File: src/hdl/tag_defines.svh
//--------------------------------------------------
// Sizing macros for the tag bring-up path
// Include in any file that sizes tag packets,
// trace ROM words or the reset release chain
//--------------------------------------------------
`ifndef TAG_DEFINES_SVH
`define TAG_DEFINES_SVH

//--------------------------------------------------
// Tag network
//--------------------------------------------------
`define TAG_NUM_CLIENTS 4
`define TAG_ID_W        2
`define TAG_PAYLOAD_W   8

// Start bit plus id plus payload
`define TAG_PKT_BITS    (1 + `TAG_ID_W + `TAG_PAYLOAD_W)

//--------------------------------------------------
// Trace ROM and reset release
//--------------------------------------------------
`define TRACE_ADDR_W    6

// Flop stages between tag done and core reset release
`define RESET_DEPTH     3

`endif

File: src/hdl/tag_trace_pkg.sv
//--------------------------------------------------
// Trace ROM entry format for the tag replayer
// The struct layout is the ROM word layout, so a
// ROM model can build entries from these types
//--------------------------------------------------
`include "tag_defines.svh"

package tag_trace_pkg;

  // Trace opcodes
  typedef enum logic [1:0] {
    e_op_nop  = 2'b00,
    e_op_send = 2'b01,
    e_op_wait = 2'b10,
    e_op_done = 2'b11
  } trace_op_e;

  // One ROM word, opcode in the top bits
  // Wait entries reuse payload as the idle cycle count
  typedef struct packed {
    trace_op_e                 op;
    logic [`TAG_ID_W-1:0]      id;
    logic [`TAG_PAYLOAD_W-1:0] payload;
  } trace_entry_t;

endpackage

File: src/hdl/tag_link_pkg.sv
//--------------------------------------------------
// Types for the serial tag link and its receiver
// Shared by the tag master and the top level
//--------------------------------------------------
`include "tag_defines.svh"

package tag_link_pkg;

  // Packet fields
  typedef logic [`TAG_ID_W-1:0]      tag_client_id_t;
  typedef logic [`TAG_PAYLOAD_W-1:0] tag_payload_t;

  // Receiver FSM
  typedef enum logic [1:0] {
    e_rx_idle    = 2'b00,
    e_rx_id      = 2'b01,
    e_rx_payload = 2'b10
  } tag_rx_state_e;

endpackage

File: src/hdl/tag_trace_replay.sv
//--------------------------------------------------
// Trace replayer for tag bring-up
// Fetches entries from a combinational trace ROM
// and turns send entries into serial tag packets,
// LSB first after a start bit. Wait entries idle
// the line, a done entry stops the walk for good
//--------------------------------------------------
`include "tag_defines.svh"

module tag_trace_replay
  import tag_trace_pkg::*;
(
  input  logic                     clk_i,
  input  logic                     rst_n_i,

  output logic [`TRACE_ADDR_W-1:0] rom_addr_o,
  input  trace_entry_t             rom_data_i,

  output logic                     tag_valid_o,
  output logic                     tag_data_o,
  output logic                     tag_done_o
);

  // FSM state is the opcode being executed
  // Nop means fetching
  trace_op_e                 state_r;
  logic [`TRACE_ADDR_W-1:0]  addr_r;
  logic [`TAG_PAYLOAD_W-1:0] cnt_r;
  logic [`TAG_PKT_BITS-1:0]  shift_r;
  logic                      last_w;
  logic                      load_pkt_w;

  assign last_w     = (cnt_r == `TAG_PAYLOAD_W'(1));
  assign load_pkt_w = (state_r == e_op_nop) && (rom_data_i.op == e_op_send);

  //--------------------------------------------------
  // Entry sequencing
  //--------------------------------------------------
  always_ff @(posedge clk_i) begin
    if (!rst_n_i) begin
      state_r <= e_op_nop;
      addr_r  <= '0;
      cnt_r   <= '0;
    end else begin
      case (state_r)
        e_op_nop: begin
          case (rom_data_i.op)
            e_op_send: begin
              state_r <= e_op_send;
              cnt_r   <= `TAG_PAYLOAD_W'(`TAG_PKT_BITS);
            end
            e_op_wait: begin
              // Zero-length wait finishes in its fetch cycle
              if (rom_data_i.payload == '0) begin
                addr_r <= addr_r + 1'b1;
              end else begin
                state_r <= e_op_wait;
                cnt_r   <= rom_data_i.payload;
              end
            end
            e_op_done: begin
              state_r <= e_op_done;
            end
            default: begin
              addr_r <= addr_r + 1'b1;
            end
          endcase
        end
        e_op_send, e_op_wait: begin
          cnt_r <= cnt_r - 1'b1;
          if (last_w) begin
            state_r <= e_op_nop;
            addr_r  <= addr_r + 1'b1;
          end
        end
        default: begin
          // Terminal, address stays put
          state_r <= e_op_done;
        end
      endcase
    end
  end

  // Packet shifter, start bit goes out first
  always_ff @(posedge clk_i) begin
    if (load_pkt_w) begin
      shift_r <= {rom_data_i.payload, rom_data_i.id, 1'b1};
    end else if (state_r == e_op_send) begin
      shift_r <= {1'b0, shift_r[`TAG_PKT_BITS-1:1]};
    end
  end

  assign rom_addr_o  = addr_r;
  assign tag_valid_o = (state_r == e_op_send);
  assign tag_data_o  = tag_valid_o & shift_r[0];
  assign tag_done_o  = (state_r == e_op_done);

  //--------------------------------------------------
  // Checks
  //--------------------------------------------------
  // Line stays quiet once done and done never drops
  a_quiet_after_done: assert property (@(posedge clk_i) disable iff (!rst_n_i)
    tag_done_o |-> !tag_valid_o ##1 tag_done_o);

  // No address movement mid-packet
  a_addr_stable_send: assert property (@(posedge clk_i) disable iff (!rst_n_i)
    tag_valid_o |-> $stable(rom_addr_o));

endmodule

File: src/hdl/tag_master.sv
//--------------------------------------------------
// Tag master
// Deserializes packets from the one-bit tag line
// and writes the addressed client configuration
// register. Each client also gets a sticky flag
// set on its first write
//--------------------------------------------------
`include "tag_defines.svh"

module tag_master
  import tag_link_pkg::*;
(
  input  logic                                clk_i,
  input  logic                                rst_n_i,

  input  logic                                tag_valid_i,
  input  logic                                tag_data_i,

  output tag_payload_t [`TAG_NUM_CLIENTS-1:0] client_data_o,
  output logic         [`TAG_NUM_CLIENTS-1:0] client_written_o
);

  localparam int CNT_W = $clog2(`TAG_PKT_BITS);

  tag_rx_state_e  state_r;
  logic [CNT_W-1:0] cnt_r;
  tag_client_id_t id_r;
  tag_payload_t   payload_r;
  tag_payload_t   payload_next;
  logic           bit_w;
  logic           id_last_w;
  logic           pl_last_w;

  // Line reads as zero whenever valid is low
  assign bit_w        = tag_valid_i & tag_data_i;
  assign payload_next = {bit_w, payload_r[`TAG_PAYLOAD_W-1:1]};
  assign id_last_w    = (cnt_r == CNT_W'(`TAG_ID_W - 1));
  assign pl_last_w    = (cnt_r == CNT_W'(`TAG_PAYLOAD_W - 1));

  //--------------------------------------------------
  // Receive FSM and client registers
  //--------------------------------------------------
  always_ff @(posedge clk_i) begin
    if (!rst_n_i) begin
      state_r          <= e_rx_idle;
      cnt_r            <= '0;
      client_data_o    <= '0;
      client_written_o <= '0;
    end else begin
      case (state_r)
        e_rx_idle: begin
          // Wait for start bit
          if (bit_w) begin
            state_r <= e_rx_id;
            cnt_r   <= '0;
          end
        end
        e_rx_id: begin
          if (id_last_w) begin
            state_r <= e_rx_payload;
            cnt_r   <= '0;
          end else begin
            cnt_r <= cnt_r + 1'b1;
          end
        end
        e_rx_payload: begin
          if (pl_last_w) begin
            state_r                <= e_rx_idle;
            client_data_o[id_r]    <= payload_next;
            client_written_o[id_r] <= 1'b1;
          end else begin
            cnt_r <= cnt_r + 1'b1;
          end
        end
        default: begin
          state_r <= e_rx_idle;
        end
      endcase
    end
  end

  // Field shifters, LSB arrives first
  always_ff @(posedge clk_i) begin
    if (state_r == e_rx_id) begin
      id_r <= {bit_w, id_r[`TAG_ID_W-1:1]};
    end
    if (state_r == e_rx_payload) begin
      payload_r <= payload_next;
    end
  end

  // Sender must keep valid up for the whole packet
  a_valid_held: assert property (@(posedge clk_i) disable iff (!rst_n_i)
    (state_r != e_rx_idle) |-> tag_valid_i);

endmodule

File: src/hdl/reset_release.sv
//--------------------------------------------------
// Core reset release
// Keeps the core in reset until tag programming is
// done, then lets it go through a short flop chain
//--------------------------------------------------
`include "tag_defines.svh"

module reset_release (
  input  logic clk_i,
  input  logic rst_n_i,
  input  logic tag_done_i,
  output logic core_rst_n_o
);

  logic [`RESET_DEPTH-1:0] chain_r;

  always_ff @(posedge clk_i) begin
    if (!rst_n_i) begin
      chain_r <= '0;
    end else begin
      chain_r[0] <= tag_done_i;
      for (int i = 1; i < `RESET_DEPTH; i++) begin
        chain_r[i] <= chain_r[i-1];
      end
    end
  end

  // Last stage is the active-low core reset
  assign core_rst_n_o = chain_r[`RESET_DEPTH-1];

  //--------------------------------------------------
  // Checks
  //--------------------------------------------------
  // Once released, only the harness reset pulls it back
  a_release_sticky: assert property (@(posedge clk_i) disable iff (!rst_n_i)
    core_rst_n_o |=> core_rst_n_o);

endmodule

File: src/hdl/tag_boot_top.sv
//--------------------------------------------------
// Tag bring-up top level
// Trace replayer drives the tag line into the tag
// master, and the done level releases core reset.
// The trace ROM sits outside on plain ports
//--------------------------------------------------
`include "tag_defines.svh"

module tag_boot_top
  import tag_trace_pkg::*;
  import tag_link_pkg::*;
(
  input  logic                                clk_i,
  input  logic                                rst_n_i,

  // Trace ROM, combinational read
  output logic         [`TRACE_ADDR_W-1:0]    rom_addr_o,
  input  trace_entry_t                        rom_data_i,

  // Client configuration state
  output tag_payload_t [`TAG_NUM_CLIENTS-1:0] client_data_o,
  output logic         [`TAG_NUM_CLIENTS-1:0] client_written_o,

  output logic                                tag_done_o,
  output logic                                core_rst_n_o
);

  logic tag_valid;
  logic tag_data;
  logic tag_done;

  tag_trace_replay replay0 (
    .clk_i       (clk_i),
    .rst_n_i     (rst_n_i),
    .rom_addr_o  (rom_addr_o),
    .rom_data_i  (rom_data_i),
    .tag_valid_o (tag_valid),
    .tag_data_o  (tag_data),
    .tag_done_o  (tag_done)
  );

  tag_master master0 (
    .clk_i            (clk_i),
    .rst_n_i          (rst_n_i),
    .tag_valid_i      (tag_valid),
    .tag_data_i       (tag_data),
    .client_data_o    (client_data_o),
    .client_written_o (client_written_o)
  );

  // Hold core reset until programming is done
  reset_release release0 (
    .clk_i        (clk_i),
    .rst_n_i      (rst_n_i),
    .tag_done_i   (tag_done),
    .core_rst_n_o (core_rst_n_o)
  );

  assign tag_done_o = tag_done;

endmodule

File: config.mk
export PLATFORM = sky130hd
export DESIGN_NAME = tag_boot_top
export DESIGN_NICKNAME = d
export VERILOG_FILES = /design/src/hdl/tag_trace_pkg.sv /design/src/hdl/tag_link_pkg.sv /design/src/hdl/tag_trace_replay.sv /design/src/hdl/tag_master.sv /design/src/hdl/reset_release.sv /design/src/hdl/tag_boot_top.sv
export VERILOG_INCLUDE_DIRS = /design/src /design/src/hdl
export SDC_FILE = /design/constraint.sdc
export NUM_CORES = 1
export LEC_CHECK = 0
export ABC_AREA = 1
export BUFFER_PORTS_ARGS = -buffer_cell sky130_fd_sc_hd__buf_4
export CAP_MARGIN = 20
export CORE_ASPECT_RATIO = 0.8
export CORE_MARGIN = 4
export CORE_UTILIZATION = 51
export DETAILED_ROUTE_END_ITERATION = 12
export PLACE_DENSITY_LB_ADDON = 0.25
export SYNTH_ARGS = -nofsm -noshare
export SYNTH_HDL_FRONTEND = slang
export SYNTH_HIERARCHICAL = 1
export SYNTH_SLANG_ARGS = --single-unit
File: constraint.sdc
create_clock -name clk_i -period 1.75 [get_ports clk_i]
set_input_delay 0.0875 -clock clk_i [delete_from_list [all_inputs] [get_ports clk_i]]
set_output_delay 0.0875 -clock clk_i [all_outputs]
set_load 0.005 [all_outputs]
==> impl_metrics.json <==
{
  "fin_ws_ps": 133.2,
  "post_cts_buffers": 0,
  "cp_data_arrival_time_ps": 1850,
  "worstPathRequired_ps": 1980,
  "dp_hpwl_um": 6145,
  "final.min_clock_period_ps": 1617,
  "wirelength_um": 8443,
  "synth_cell_types": 31,
  "status": "finished, final reports clean",
  "use_met3_pct": 5.399,
  "syn-instance-count": 471,
  "clk_pin_slew_ps": 90,
  "path_cells": "inv_1 > ha_2 > nor2_1 > inv_1 > o21ai_0 > nand2_1 > o21ai_1 > nor2_1",
  "gp_congestion": 0.9096,
  "p_per_area_nw_per_um2": 1298,
  "grt_pass1_vias": 2951,
  "min-delay-start": "rom_data_i[9]",
  "critPathLaunch": "replay0/state_r[0]$_SDFFE_PN0P_",
  "gr-total-overflow": 0,
  "drc": 0,
  "ant_nets": 0,
  "cts.root.buffer_cell": "clkbuf_8",
  "grt_pass1_wl_um": 13880,
  "dp_slack_ps": 72.48,
  "finalPower_mw": 5.811,
  "timing.critical_path.buf_inv": 2,
  "rows": 27,
  "ctsResizeCount": 0,
  "fp.coreArea_um2": 6959,
  "place.port_buffers": 57,
  "total_leakage_power_nw": 2.028,
  "top_usage_layer": "met2",
  "grt_util_all_layers_pct": 20.09,
  "syn_to_final_growth_pct": 20.72,
  "final_common_cell": "nand2_1",
  "wl_per_cell_um": 13.44,
  "relSlewSlack_pct": 65.97,
  "fin_tns_setup_ps": 0,
  "synth_area_leaders": "dfxtp_1, edfxtp_1, nand2_1",
  "antenna_found_initial": 0,
  "vias_per_cell": 5.148,
  "die-area_um2": 8706,
  "die_w_um": 103.3,
  "final_cell_area_um2": 4476,
  "worst_ir_drop_vdd_mv": 0.6979,
  "clock_sinks": 81,
  "rsz0062_at_grt": "no",
  "crit_family": "flip-flops",
  "crit_type": "reg -> reg",
  "num-nets-final": 562,
  "initialDrtViolationCount": 213,
  "synth_area_um2": 3707,
  "synth_top_area_share_pct": 33.48,
  "max_freq_mhz": 618.5,
  "cp-end-kind": "flop",
  "synth_seq_area_share_pct": 48.87,
  "final_cell_mix": "nand2_1, nor2_1, buf_4",
  "h-tree-depth": 3,
  "yosys_warnings": 6,
  "r2r-start": "replay0/state_r[0]$_SDFFE_PN0P_",
  "use_met1_pct": 29.19,
  "ys_ff_latch": 81,
  "synth_nets": 497,
  "layout-drive-gt1-share_pct": 20.15,
  "firstDrtPassIters": 5,
  "cap_viol_max_count": 0,
  "yosys.area.top_type": "dfxtp_1",
  "cts_tree": "yes",
  "start_util_pct": 53.27,
  "insertion_delay_ps": 350,
  "post-route-period-util_pct": 92.39,
  "slew_violations": 0,
  "holdWs_ps": 77.65,
  "diodes": 0,
  "cts_buffers": 9,
  "critPathSlowestCell": "dfxtp_1",
  "finalSetupViolCount": 0,
  "hp-class": "in -> reg",
  "cts_buffer_depth": 2,
  "met2_usage_pct": 29.88,
  "routed-via-count": 3233,
  "max_stage_delay_ps": 380,
  "crit_fanout": 11,
  "finalClockSkew_ps": 10.09,
  "ctsHoldBuffers": 0,
  "die_y_um": 84.26,
  "io_pins": 58,
  "hold_viol_final": 0,
  "cp-start-kind": "flop",
  "place_area_um2": 4238,
  "grt_max_degree": 24,
  "synth_area_per_cell_um2": 7.871,
  "tightest_slew_ps": 509.9
}
## area by class of cell
type | instances | area [um^2]
Tap cell | 87 | 108.9
Inverter | 51 | 191.4
Clock inverter | 6 | 76.32
Sequential cell | 81 | 1812
Clock buffer | 10 | 148.9
Multi-Input combinational cell | 327 | 1643
Fill cell | 613 | 2484
Timing Repair Buffer | 66 | 495.5
## cells in the mapped netlist, drive strengths merged
cell / number
clkinv: 1
nand2: 101
o31ai: 1
inv: 50
clkbuf: 6
xnor2: 2
ha: 12
nor2: 91
xor2: 3
dfxtp: 62
o22ai: 3
o21ai: 35
nand3: 32
buf: 6
a21oi: 37
edfxtp: 19
o21bai: 1
nand4: 9
## through the flow
| step | utilization (%) | cells |
|---|---|---|
| floorplan | - | 471 |
| global placement | 60.90 | 612 |
| detailed placement | 60.90 | 612 |
| CTS | 64.13 | 628 |
| global route | 64.31 | 628 |
| finish | 64.31 | 628 |
## tightest hold or removal path, delay by kind of cell
family                 cells  cell delay (ps)
AO/OA/AOI/OAI              1              110
buffers and inverters      1               70
AND/OR/NAND/NOR            1               30
## path summary, 6_finish.rpt
path,cells past startpoint,slack [ps],end
worst max-delay path,8,130,replay0/cnt_r[1]$_SDFFE_PN0P_
worst min-delay path,3,80,replay0/shift_r[2]$_DFFE_PP_
worst max register to register,8,130,replay0/cnt_r[1]$_SDFFE_PN0P_
worst min register to register,2,440,release0/chain_r[2]$_SDFF_PN0_
## per-layer routing
metal,vias up,wire length [um]
met5,-,0
met4,0,89
met3,7,594
met2,90,3722
met1,1481,4037
li1,1655,-
## kinds of logic (layout without fill, tap and decap cells)
kind of cell,Yosys count,after routing,synth area share [%]
compound gates,77,77,11.24
xor+xnor,5,5,1.181
fa+ha+maj,12,12,4.050
buf+inv,63,133,7.155
flops,81,81,48.87
simple gates,233,233,27.51
## power breakdown
part,switching [mW],internal (mW)
Clock,0.718,0.777
Combinational,1.17,0.643
Sequential,0.247,2.26
Total,2.13,3.68
## flip-flops by register name, indices dropped and copies added (netlist names)
signal                    cells
master0/client_written_o      4
master0/id_r                  2
replay0/rom_addr_o            6
master0/state_r               2
replay0/cnt_r                 8
replay0/shift_r              11
master0/cnt_r                 4
master0/payload_r             7
master0/client_data_o        32
replay0/state_r               2
release0/chain_r              3
No activity file was read; power rests on OpenSTA's default activity.
